**config.mk**
```make
export PLATFORM = sky130hd
export DESIGN_NAME = cache_top
export DESIGN_NICKNAME = d
export VERILOG_FILES = /design/src/hdl/cache_pkg.sv /design/src/hdl/cache_top.sv /design/src/hdl/dcache.sv /design/src/hdl/req_queue.sv
export SDC_FILE = /design/constraint.sdc
export NUM_CORES = 2
export LEC_CHECK = 0
export BUFFER_PORTS_ARGS = -buffer_cell sky130_fd_sc_hd__buf_2
export CAP_MARGIN = 10
export CORE_MARGIN = 1
export CORE_UTILIZATION = 30
export CTS_CLUSTER_DIAMETER = 100
export DETAILED_ROUTE_END_ITERATION = 8
export SLEW_MARGIN = 20
export SYNTH_ARGS = -nofsm -noshare
export SYNTH_HDL_FRONTEND = slang
export SYNTH_SLANG_ARGS = --single-unit
```
**constraint.sdc**
```tcl
create_clock -name CLK -period 7.4 [get_ports CLK]
set_input_delay 1.48 -clock CLK [delete_from_list [all_inputs] [get_ports CLK]]
set_output_delay 1.48 -clock CLK [all_outputs]
set_load 0.005 [all_outputs]
```
**src/hdl/cache_pkg.sv**
```systemverilog
// shared constants and types for the data cache
// 32-bit words, word addressed memory side, byte offset ignored
// address layout is tag | index | word offset | byte offset
// geometry is fixed: 2 ways, 8 sets, 2 words per block

package cache_pkg;

	// datapath word and address width
	localparam int WORD_W = 32;

	// address fields
	localparam int TAG_W = 26;
	localparam int IDX_W = 3;
	localparam int BLK_W = 1; // word select inside a block
	localparam int BYT_W = 2; // dropped on lookup

	// cache geometry
	localparam int SETS = 8;
	localparam int WAYS = 2;

	// request queue entries
	localparam int REQ_DEPTH = 2;

	typedef logic [WORD_W-1:0] word_t;

	// dcache controller states
	typedef enum logic [3:0] {
		IDLE,    // waiting for a request or halt
		WB0,     // victim word 0 out to memory
		WB1,     // victim word 1
		FETCH0,  // new block word 0 in
		FETCH1,  // new block word 1
		RESP,    // read data held on the response port
		FLUSH0,  // flush sweep, word 0 of current block
		FLUSH1,  // flush sweep, word 1
		FLUSHED  // sweep done, parked until reset
	} cache_state_t;

endpackage

```
**src/hdl/cache_top.sv**
```systemverilog
// data cache top: request queue in front of the cache
// datapath side is valid/ready for requests and read responses
// memory side is a single word port stalled by mem_wait
// flushed rises once halt has written back every dirty block

`timescale 1ns/1ps

module cache_top (
	input  logic              CLK,
	input  logic              nRST,
	input  logic              halt,
	output logic              flushed,
	// datapath requests
	input  logic              req_valid,
	input  logic              req_wen,
	input  cache_pkg::word_t  req_addr,
	input  cache_pkg::word_t  req_wdata,
	output logic              req_ready,
	// read responses
	output logic              rsp_valid,
	output cache_pkg::word_t  rsp_rdata,
	input  logic              rsp_ready,
	// memory
	output logic              mem_ren,
	output logic              mem_wen,
	output cache_pkg::word_t  mem_addr,
	output cache_pkg::word_t  mem_store,
	input  cache_pkg::word_t  mem_load,
	input  logic              mem_wait
);

	// queue head to cache
	logic              q_valid;
	logic              q_wen;
	cache_pkg::word_t  q_addr;
	cache_pkg::word_t  q_wdata;
	logic              q_ready;

	req_queue rq0 (
		.CLK       (CLK),
		.nRST      (nRST),
		.req_valid (req_valid),
		.req_wen   (req_wen),
		.req_addr  (req_addr),
		.req_wdata (req_wdata),
		.req_ready (req_ready),
		.q_valid   (q_valid),
		.q_wen     (q_wen),
		.q_addr    (q_addr),
		.q_wdata   (q_wdata),
		.q_ready   (q_ready)
	);

	dcache dc0 (
		.CLK       (CLK),
		.nRST      (nRST),
		.halt      (halt),
		.q_valid   (q_valid),
		.q_wen     (q_wen),
		.q_addr    (q_addr),
		.q_wdata   (q_wdata),
		.q_ready   (q_ready),
		.rsp_valid (rsp_valid),
		.rsp_rdata (rsp_rdata),
		.rsp_ready (rsp_ready),
		.mem_ren   (mem_ren),
		.mem_wen   (mem_wen),
		.mem_addr  (mem_addr),
		.mem_store (mem_store),
		.mem_load  (mem_load),
		.mem_wait  (mem_wait),
		.flushed   (flushed)
	);

endmodule

```
**src/hdl/dcache.sv**
```systemverilog
// two-way set associative write-back data cache, 8 sets of 2-word blocks
// one request at a time; only reads produce a response
// miss path: optional writeback of the dirty victim, then a 2-word fill
// memory port holds each access until mem_wait is low
// halt is taken only from IDLE, then every dirty block is written back
// flushed stays high until reset

`timescale 1ns/1ps

module dcache (
	input  logic              CLK,
	input  logic              nRST,
	input  logic              halt,
	input  logic              q_valid,
	input  logic              q_wen,
	input  cache_pkg::word_t  q_addr,
	input  cache_pkg::word_t  q_wdata,
	output logic              q_ready,
	output logic              rsp_valid,
	output cache_pkg::word_t  rsp_rdata,
	input  logic              rsp_ready,
	output logic              mem_ren,
	output logic              mem_wen,
	output cache_pkg::word_t  mem_addr,
	output cache_pkg::word_t  mem_store,
	input  cache_pkg::word_t  mem_load,
	input  logic              mem_wait,
	output logic              flushed
);

	cache_pkg::cache_state_t state, next_state;

	// cache arrays, [way][set]
	logic [cache_pkg::TAG_W-1:0] tag_arr  [cache_pkg::WAYS][cache_pkg::SETS];
	cache_pkg::word_t data_arr [cache_pkg::WAYS][cache_pkg::SETS][2**cache_pkg::BLK_W];
	logic [cache_pkg::SETS-1:0]  valid_arr [cache_pkg::WAYS];
	logic [cache_pkg::SETS-1:0]  dirty_arr [cache_pkg::WAYS];
	logic [cache_pkg::SETS-1:0]  lru; // way to evict next

	// incoming request fields
	logic [cache_pkg::TAG_W-1:0] q_tag;
	logic [cache_pkg::IDX_W-1:0] q_idx;
	logic [cache_pkg::BLK_W-1:0] q_blk;
	logic hit0, hit1, hit, hit_way;
	logic vic_way, vic_dirty;
	logic accept, mem_done;

	// request in flight
	logic                        r_wen;
	logic [cache_pkg::TAG_W-1:0] r_tag;
	logic [cache_pkg::IDX_W-1:0] r_idx;
	logic [cache_pkg::BLK_W-1:0] r_blk;
	cache_pkg::word_t            r_wdata;
	logic                        r_way;

	// flush sweep position, way in the msb
	logic [cache_pkg::IDX_W:0]   fl_cnt;
	logic                        fl_way, fl_dirty, fl_last;
	logic [cache_pkg::IDX_W-1:0] fl_idx;

	logic [cache_pkg::BLK_W-1:0] word_sel;

	assign q_tag = q_addr[cache_pkg::WORD_W-1 -: cache_pkg::TAG_W];
	assign q_idx = q_addr[cache_pkg::BYT_W+cache_pkg::BLK_W +: cache_pkg::IDX_W];
	assign q_blk = q_addr[cache_pkg::BYT_W +: cache_pkg::BLK_W];

	assign hit0    = valid_arr[0][q_idx] && (tag_arr[0][q_idx] == q_tag);
	assign hit1    = valid_arr[1][q_idx] && (tag_arr[1][q_idx] == q_tag);
	assign hit     = hit0 || hit1;
	assign hit_way = hit1;

	// invalid way first, way 0 when both are empty, else lru
	assign vic_way   = !valid_arr[0][q_idx] ? 1'b0 :
	                   !valid_arr[1][q_idx] ? 1'b1 : lru[q_idx];
	assign vic_dirty = valid_arr[vic_way][q_idx] && dirty_arr[vic_way][q_idx];

	assign q_ready   = (state == cache_pkg::IDLE) && !halt;
	assign accept    = q_valid && q_ready;
	assign mem_done  = !mem_wait;
	assign rsp_valid = (state == cache_pkg::RESP);
	assign flushed   = (state == cache_pkg::FLUSHED);

	assign fl_way   = fl_cnt[cache_pkg::IDX_W];
	assign fl_idx   = fl_cnt[cache_pkg::IDX_W-1:0];
	assign fl_dirty = valid_arr[fl_way][fl_idx] && dirty_arr[fl_way][fl_idx];
	assign fl_last  = &fl_cnt;

	// second word of a block in these states
	assign word_sel = (state == cache_pkg::WB1) || (state == cache_pkg::FETCH1) ||
	                  (state == cache_pkg::FLUSH1);

	always_comb begin
		next_state = state;
		case (state)
			cache_pkg::IDLE: begin
				if (halt)
					next_state = cache_pkg::FLUSH0;
				else if (accept && !hit)
					next_state = vic_dirty ? cache_pkg::WB0 : cache_pkg::FETCH0;
				else if (accept && !q_wen)
					next_state = cache_pkg::RESP; // read hit
			end
			cache_pkg::WB0:    if (mem_done) next_state = cache_pkg::WB1;
			cache_pkg::WB1:    if (mem_done) next_state = cache_pkg::FETCH0;
			cache_pkg::FETCH0: if (mem_done) next_state = cache_pkg::FETCH1;
			cache_pkg::FETCH1: begin
				if (mem_done)
					next_state = r_wen ? cache_pkg::IDLE : cache_pkg::RESP;
			end
			cache_pkg::RESP:   if (rsp_ready) next_state = cache_pkg::IDLE;
			cache_pkg::FLUSH0: begin
				if (fl_dirty) begin
					if (mem_done)
						next_state = cache_pkg::FLUSH1;
				end else if (fl_last) begin
					next_state = cache_pkg::FLUSHED; // clean last block, nothing to write
				end
			end
			cache_pkg::FLUSH1: begin
				if (mem_done)
					next_state = fl_last ? cache_pkg::FLUSHED : cache_pkg::FLUSH0;
			end
			cache_pkg::FLUSHED: next_state = cache_pkg::FLUSHED;
			default:            next_state = cache_pkg::IDLE;
		endcase
	end

	// memory port
	always_comb begin
		mem_ren   = 1'b0;
		mem_wen   = 1'b0;
		mem_addr  = '0;
		mem_store = '0;
		case (state)
			cache_pkg::WB0, cache_pkg::WB1: begin
				mem_wen   = 1'b1;
				mem_addr  = {tag_arr[r_way][r_idx], r_idx, word_sel, {cache_pkg::BYT_W{1'b0}}};
				mem_store = data_arr[r_way][r_idx][word_sel];
			end
			cache_pkg::FETCH0, cache_pkg::FETCH1: begin
				mem_ren  = 1'b1;
				mem_addr = {r_tag, r_idx, word_sel, {cache_pkg::BYT_W{1'b0}}};
			end
			cache_pkg::FLUSH0, cache_pkg::FLUSH1: begin
				mem_wen   = fl_dirty; // clean blocks are skipped
				mem_addr  = {tag_arr[fl_way][fl_idx], fl_idx, word_sel, {cache_pkg::BYT_W{1'b0}}};
				mem_store = data_arr[fl_way][fl_idx][word_sel];
			end
			default: ;
		endcase
	end

	// control state and line status bits
	always_ff @(posedge CLK, negedge nRST) begin
		if (!nRST) begin
			state     <= cache_pkg::IDLE;
			valid_arr <= '{default: '0};
			dirty_arr <= '{default: '0};
			lru       <= '0;
			fl_cnt    <= '0;
		end else begin
			state <= next_state;
			if (accept && hit) begin
				lru[q_idx] <= ~hit_way;
				if (q_wen)
					dirty_arr[hit_way][q_idx] <= 1'b1;
			end
			if (state == cache_pkg::FETCH1 && mem_done) begin
				valid_arr[r_way][r_idx] <= 1'b1;
				dirty_arr[r_way][r_idx] <= r_wen; // write miss leaves it dirty
				lru[r_idx]              <= ~r_way;
			end
			if (state == cache_pkg::FLUSH0 && !fl_dirty && !fl_last)
				fl_cnt <= fl_cnt + 1'b1;
			if (state == cache_pkg::FLUSH1 && mem_done && !fl_last)
				fl_cnt <= fl_cnt + 1'b1;
		end
	end

	// tags, data, latched request and read data
	always_ff @(posedge CLK) begin
		if (accept) begin
			r_wen   <= q_wen;
			r_tag   <= q_tag;
			r_idx   <= q_idx;
			r_blk   <= q_blk;
			r_wdata <= q_wdata;
			r_way   <= vic_way;
			if (hit && q_wen)
				data_arr[hit_way][q_idx][q_blk] <= q_wdata;
			if (hit && !q_wen)
				rsp_rdata <= data_arr[hit_way][q_idx][q_blk];
		end
		if (state == cache_pkg::FETCH0 && mem_done)
			data_arr[r_way][r_idx][0] <= mem_load;
		if (state == cache_pkg::FETCH1 && mem_done) begin
			data_arr[r_way][r_idx][1] <= mem_load;
			tag_arr[r_way][r_idx]     <= r_tag;
			if (r_wen)
				data_arr[r_way][r_idx][r_blk] <= r_wdata; // merge over fetched word
			else
				rsp_rdata <= (r_blk == 1'b1) ? mem_load : data_arr[r_way][r_idx][0];
		end
	end

endmodule

```
**src/hdl/req_queue.sv**
```systemverilog
// request FIFO between datapath and dcache, REQ_DEPTH entries
// req_ready drops only when full and dcache is not popping,
// so a push and a pop can share a cycle on a full queue
// entries carry no reset, only pointers and count do

`timescale 1ns/1ps

module req_queue (
	input  logic              CLK,
	input  logic              nRST,
	input  logic              req_valid,
	input  logic              req_wen,
	input  cache_pkg::word_t  req_addr,
	input  cache_pkg::word_t  req_wdata,
	output logic              req_ready,
	output logic              q_valid,
	output logic              q_wen,
	output cache_pkg::word_t  q_addr,
	output cache_pkg::word_t  q_wdata,
	input  logic              q_ready
);

	logic              wen_mem  [cache_pkg::REQ_DEPTH];
	cache_pkg::word_t  addr_mem [cache_pkg::REQ_DEPTH];
	cache_pkg::word_t  data_mem [cache_pkg::REQ_DEPTH];

	logic [$clog2(cache_pkg::REQ_DEPTH)-1:0]   wr_ptr, rd_ptr;
	logic [$clog2(cache_pkg::REQ_DEPTH+1)-1:0] count;
	logic push, pop;

	assign q_valid   = (count != 0);
	assign req_ready = (count != cache_pkg::REQ_DEPTH) || q_ready; // full but draining is ok
	assign push      = req_valid && req_ready;
	assign pop       = q_valid && q_ready;

	// head of queue
	assign q_wen   = wen_mem[rd_ptr];
	assign q_addr  = addr_mem[rd_ptr];
	assign q_wdata = data_mem[rd_ptr];

	always_ff @(posedge CLK) begin
		if (push) begin
			wen_mem[wr_ptr]  <= req_wen;
			addr_mem[wr_ptr] <= req_addr;
			data_mem[wr_ptr] <= req_wdata;
		end
	end

	always_ff @(posedge CLK, negedge nRST) begin
		if (!nRST) begin
			wr_ptr <= '0;
			rd_ptr <= '0;
			count  <= '0;
		end else begin
			if (push)
				wr_ptr <= (wr_ptr == cache_pkg::REQ_DEPTH-1) ? '0 : wr_ptr + 1'b1;
			if (pop)
				rd_ptr <= (rd_ptr == cache_pkg::REQ_DEPTH-1) ? '0 : rd_ptr + 1'b1;
			case ({push, pop})
				2'b10:   count <= count + 1'b1;
				2'b01:   count <= count - 1'b1;
				default: count <= count; // idle or push+pop
			endcase
		end
	end

endmodule

```
# Yosys cells after proc, flatten, opt, wreduce, memory -nomap -nowiden

Memory sizes are Yosys's and may differ from the RTL's. A register that Yosys moved wholly into a read port is not among the register bits.
Index checks and enable logic that the tools add are counted.

Register bits after elaboration: 148
RAM bits: 1570
Bits of input ports: 103
Word-level logic and storage cells: 2314
Memories: 5

$add $sub $neg: 5
Order comparisons: 21
Equality and inequality tests: 22
Muxes and demuxes: 1160
Bitwise gates (word level): 1038
Reduce and logical (&&, ||, !) cells: 46

Memories:

| memory       | depth | width | read ports | clocked after Yosys merged registers in | wr ports | RTL line        | text |
|---|---|---|---|---|---|---|---|
| dc0.data_arr | 2     | 512   | 3          | 1                                       | 1        | dcache.sv:35    | `cache_pkg::word_t data_arr [cache_pkg::WAYS][cache_pkg::SETS][2**cache_pkg::BLK_W];` |
| dc0.tag_arr  | 2     | 208   | 4          | 1                                       | 1        | dcache.sv:34    | `logic [cache_pkg::TAG_W-1:0] tag_arr [cache_pkg::WAYS][cache_pkg::SETS];` |
| rq0.addr_mem | 2     | 32    | 1          | 0                                       | 1        | req_queue.sv:24 | `cache_pkg::word_t addr_mem [cache_pkg::REQ_DEPTH];` |
| rq0.data_mem | 2     | 32    | 1          | 0                                       | 1        | req_queue.sv:25 | `cache_pkg::word_t data_mem [cache_pkg::REQ_DEPTH];` |
| rq0.wen_mem  | 2     | 1     | 1          | 0                                       | 1        | req_queue.sv:23 | `logic wen_mem [cache_pkg::REQ_DEPTH];` |

Operators by type and width:

| cell                                    | count |
|---|---|
| two-way mux 512 bit                     | 6 |
| two-way mux 1 bit                       | 1049 |
| OR 1 bit                                | 1024 |
| demux 64 bit (select 3 bit)             | 4 |
| binary-select mux 64 bit (select 3 bit) | 3 |
| two-way mux 64 bit                      | 9 |
| two-way mux 32 bit                      | 17 |
| OR reduction 512 bit                    | 1 |
| binary-select mux 26 bit (select 3 bit) | 4 |
| two-way mux 26 bit                      | 9 |
| two-way mux 208 bit                     | 1 |
| two-way mux 8 bit                       | 16 |
| case mux 32 bit (3 select lines)        | 1 |
| demux 26 bit (select 3 bit)             | 1 |
| demux 32 bit (select 1 bit)             | 2 |
| case mux 32 bit (2 select lines)        | 1 |
| two-way mux 4 bit                       | 15 |
| == test 26 bit                          | 2 |
| two-way mux 16 bit                      | 3 |
| case mux 4 bit (9 select lines)         | 1 |
| OR 16 bit                               | 2 |
| logical AND 1 bit                       | 26 |
| binary-select mux 1 bit (select 3 bit)  | 7 |
| bitwise mux 16 bit                      | 1 |
| 38 further kinds                        | 87 |

# Depth between registers and ports, before layout

An unclocked memory read counts as a cell.

Word-level depth: 18
Mapped depth: 20
Mapped depth without buffers: 12

# Cells and area by module

From an unflattened synthesis, not the netlist that was laid out.

Cell total of the unflattened synthesis: 7027
Area total of the unflattened synthesis: 98092.8 sq um

By module, submodules not included:

| module    | instances | cells each | area an instance (sq um) | sequential area each (sq um) |
|---|---|---|---|---|
| dcache    | 1         | 6808       | 93189.4                  | 47025.1 |
| req_queue | 1         | 219        | 4903.5                   | 4003.8 |

# Worst setup path after synthesis

OpenSTA, ideal clock, no wires.

Path kind: register -> register
From: reg rq0.rd_ptr
To: mem dc0.data_arr[1][0] (netlist bit) (enable)
Setup time: 0.421 ns
Arrival: 4.752 ns
Slack: 2.227 ns
Cell stages (with the launch flop): 19
Clock period less this slack: 5.173 ns
Path through: dfrtp_1 -> buf_4 -> or3b_1 -> buf_2 -> nand2_1 -> buf_6 -> a32oi_1 -> and3_1 -> nor4_2 -> and4_1 -> and4_1 -> buf_4 -> buf_6 -> buf_6 -> buf_4 -> buf_2 -> a21boi_1 -> buf_2 -> nor2_1

Cells in the longest elaborated chain, start to end: 13
Elaborated cells on any way between the ends: 35
Classes of those cells: order compare: 4; eq/ne: 2; mux: 19; bitwise: 2; reduce/logical: 6; memory: 2

RTL lines:

| what                                                              | RTL line                                  | text |
|---|---|---|
| from (decl)                                                       | req_queue.sv:27                           | `logic [$clog2(cache_pkg::REQ_DEPTH)-1:0] wr_ptr, rd_ptr;` |
| from (signal assigned)                                            | req_queue.sv:58                           | `rd_ptr <= (rd_ptr == cache_pkg::REQ_DEPTH-1) ? '0 : rd_ptr + 1'b1;` |
| memory read (2 x 32 bit)                                          | -                                         |  |
| NOT 3 -> 4 bit (implied by the code)                              | dcache.sv:67, dcache.sv:68, dcache.sv:190 |  |
| binary-select mux 26 bit (select 3 bit), on equally long branches | dcache.sv:67, dcache.sv:68                |  |
| two-way mux 26 bit, on equally long branches (2 in series)        | dcache.sv:67, dcache.sv:68                |  |
| == test 26 bit, on equally long branches                          | dcache.sv:67, dcache.sv:68                |  |
| logical AND 1 bit, on equally long branches                       | dcache.sv:67, dcache.sv:68                |  |
| logical OR 1 bit                                                  | dcache.sv:69                              | `assign hit = hit0 \|\| hit1;` |
| logical AND 1 bit                                                 | dcache.sv:189                             | `if (hit && q_wen)` |
| two-way mux 1 bit                                                 | dcache.sv:189                             |  |
| two-way mux 1 bit                                                 | dcache.sv:182                             | `if (accept) begin` |
| two-way mux 512 bit (implied by the code)                         | dcache.sv:190                             | `data_arr[hit_way][q_idx][q_blk] <= q_wdata;` |
| two-way mux 512 bit (no source line)                              | -                                         |  |
| to (decl)                                                         | dcache.sv:35                              |  |

Several ways; a longest one is shown, not always the timed one. The select of a mux whose other input is x is not followed.

# Final worst setup path

From: reg rq0.rd_ptr
To: mem dc0.data_arr[1][48] (netlist bit) (enable)

The elaborated chain is that of the path after synthesis.

==> impl_metrics.json <==
{
  "cts_sinks": 1715,
  "yosysSeqAreaShare": 0.517,
  "synthMuxAreaShare": 0.266,
  "max_stage_delay_ns": 0.82,
  "p_clk_frac": 0.235,
  "post_cts.repair.setup_buffers": 0,
  "crit_buf_inv": 3,
  "max-vdd-ir-drop_mv": 0.292,
  "io_buffers": 199,
  "synth_edf_count": 1630,
  "num_rows": 210,
  "synth_top_area_frac": 0.497,
  "drt_wl_total_mm": 428,
  "total_leakage_power_nw": 36.6,
  "cts_root_buf": "clkbuf_16",
  "maxSlewViolCount": 0,
  "via_per_inst": 6.51,
  "gr-usage-all-layers": 0.250,
  "cp_cell_sequence": "or3b_1 > buf_4 > nand2_4 > buf_4 > a32oi_1 > and3_1 > nor4_1 > and4_1 > and4_4 > a41oi_1 > nor3_1 > a31oi_1 > nor2_4 > buf_12",
  "period_needed_ns": 6.62,
  "synth_compound_area_frac": 0.0930,
  "final_area_mm2": 0.111,
  "synth.area.top_cells": "edfxtp_1, mux4_2, mux2i_1",
  "synthAdderAreaFrac": 0.000254,
  "clock_skew_ns": 0.0979,
  "netlist_instances": 7561,
  "initial_core_util": 0.301,
  "htreeDepth": 4,
  "post-route-drc-count": 0,
  "synthSimpleGateAreaFrac": 0.0864,
  "crit_path_frequent_cell": "buf_4",
  "wl_per_cell_um": 35.9,
  "synth_area_mm2": 0.0985,
  "final_cell_mix": "edfxtp_1, nand2_1, mux4_2, mux2i_1, a31oi_1",
  "cp-start-kind": "flip-flop",
  "criticalPathCategory": "flip-flop to flip-flop",
  "ys_types": 81,
  "maxCapViolCount": 0,
  "die_x_um": 575,
  "power_density_mw_per_mm2": 375,
  "grt_pass1_wl_mm": 586,
  "drtPass1Iterations": 9,
  "final_layout_size_suffix_gt1_frac": 0.247,
  "grt_setup_unrepaired": "no",
  "clockBufferDepth": 4,
  "max_freq_mhz": 151,
  "gr-total-overflow": 0,
  "yosys.area.top_type": "edfxtp_1",
  "numCtsBuffers": 190,
  "pwr-share-comb": 0.448,
  "cts_resized": 0,
  "maxSlewHeadroom": 0.163,
  "synthXorXnorAreaFrac": 0.00222,
  "gp_congestion": 0.902,
  "antenna_left": 0,
  "yosys_most_used_dff": "edfxtp_1",
  "ys_seq_elements": 1715,
  "synth_top_family_by_area": "multiplexers",
  "crit_slowest_cell": "nor2_4",
  "power.total_mw": 41.9,
  "place_area_mm2": 0.105,
  "intPower_mw": 25.1,
  "die-area_mm2": 0.331,
  "cp.required_ns": 7.93,
  "min_path_type": "flip-flop to flip-flop",
  "status": "complete, no violations",
  "path_max_fanout": 29,
  "layout.nets": 7503,
  "hold_viol": 0,
  "grt_pass1_vias": 75112,
  "seq_power_share": 0.316,
  "synthesis.yosys.warnings": 0,
  "hold_buffers": 0,
  "swShare": 0.401,
  "final_common_cell": "edfxtp_1",
  "path_clk_slew_ns": 0.06,
  "path_delay_family": "simple AND/OR/NAND/NOR gates",
  "synth_async_sr_flop_share": 0.0303,
  "area_growth_pct": 13.1,
  "syn_avg_cell_area_um2": 13.0,
  "switchingPower_mw": 16.8,
  "setup_violations": 0,
  "timing.final.crit_share": 0.894,
  "setup_tns_ns": 0,
  "vias": 77597,
  "coreArea_mm2": 0.327,
  "worstPathArrival_ns": 7.15,
  "end_kind": "flip-flop",
  "worst_pin_slew_ns": 1.26,
  "ios": 204,
  "place_hpwl_mm": 244,
  "antenna_found_initial": 75,
  "die_h_um": 575,
  "drt_iter0_markers": 13215,
  "tritoncts": "done",
  "grt_max_degree": 179,
  "clk_latency_ns": 0.91
}
==> cells by family (layout without fill, tap and decap cells) <==
group | count (synthesis) | after routing
and+or+nand+nor | 2022 | 2022
DFF | 1715 | 1715
muxes | 1511 | 1511
AOI/OAI and AO/OA | 1423 | 1423
buffers and inverters | 862 | 850
xor gates and xnor gates | 25 | 25
adders and majority gates | 2 | 2
other | 1 | 26
==> layer usage <==
| metal | vias to the layer above | wire length, um | GRT usage |
|---|---|---|---|
| li1 | 29855 | - | - |
| met1 | 38515 | 141000 | 0.298 |
| met2 | 7254 | 185000 | 0.378 |
| met3 | 1935 | 63800 | 0.0813 |
| met4 | 38 | 37400 | 0.185 |
| met5 | - | 297 | 0.00172 |
==> worst paths after layout <==
kind                                   start             endpoint  slack [ns]  depth (start not counted)
hold / removal             dc0.rsp_rdata[11]    dc0.rsp_rdata[11]        0.48                          2
min in group asynchronous               nRST     dc0.valid_arr[8]        0.76                          2
setup / recovery                  rq0.rd_ptr  dc0.data_arr[1][48]        0.78                         14
setup reg to reg                  rq0.rd_ptr  dc0.data_arr[1][48]        0.78                         14
hold reg to reg            dc0.rsp_rdata[11]    dc0.rsp_rdata[11]        0.48                          2
max in group asynchronous               nRST           rq0.rd_ptr        6.08                          2
==> worst reg2reg max path, stage by stage (launching register included) <==
cell and delay [ns]:
dfrtp_4 0.68, or3b_1 0.47, buf_4 0.30, nand2_4 0.53
buf_4 0.52, a32oi_1 0.28, and3_1 0.28, nor4_1 0.26
and4_1 0.33, and4_4 0.51, a41oi_1 0.22, nor3_1 0.51
a31oi_1 0.31, nor2_4 0.82, buf_12 0.30
==> power by group through the flow <==
stage          Clock, mW  Sequential [mW]  Combinational, mW
3_5_place_dp           0             13.4               18.2
3_3_place_gp           0             13.4               18.0
6_report            9.84             13.2               18.8
2_1_floorplan          0             12.8               11.9
5_1_grt             10.2             13.3               19.3
4_1_cts             9.86             13.2               18.3
==> synthesized netlist by cell type, types with 52 or more instances <==
cell type and instances:
a21oi_1 284, a31oi_1 558, and3_1 65, buf_1 160, buf_2 52, clkbuf_1 566
dfrtp_1 52, edfxtp_1 1630, mux2_2 68, mux2i_1 567, mux4_2 875, nand2_1 1426
nand3_1 53, nor2_1 245, nor3_1 67, nor4_1 52, o21ai_0 70, o22ai_1 197
==> flip-flops by register name (all words and copies together) (netlist names), 2 cells and up, named ones only <==
name,flops
dc0.r_tag,26
dc0.lru,8
rq0.wen_mem,2
dc0.fl_cnt,4
rq0.count,2
dc0.valid_arr,16
dc0.r_wdata,32
rq0.addr_mem,60
rq0.data_mem,64
dc0.state,4
dc0.tag_arr,416
dc0.r_idx,3
dc0.data_arr,1024
dc0.rsp_rdata,32
dc0.dirty_arr,16
==> through the flow <==
step	std cells	setup WS (ns)	util	hold WS (ns)
detailed placement	11551	1.01	0.321	0.469
finish	11920	0.783	0.341	0.483
global placement	11547	1.06	0.321	0.459
CTS	11895	0.989	0.340	0.482
floorplan	7562	2.23	-	0.450
global route	11911	0.720	0.341	0.519
==> layout make-up <==
type	count	area, um2
inverter	43	171
antenna	24	60.1
clock buffer	242	5100
clock inverter	102	1170
multi-input combinational	4985	44900
tap	4346	5440
timing repair buffer	463	3750
fill	31417	216000
sequential	1715	50900
(Power assumes the default switching activity.)
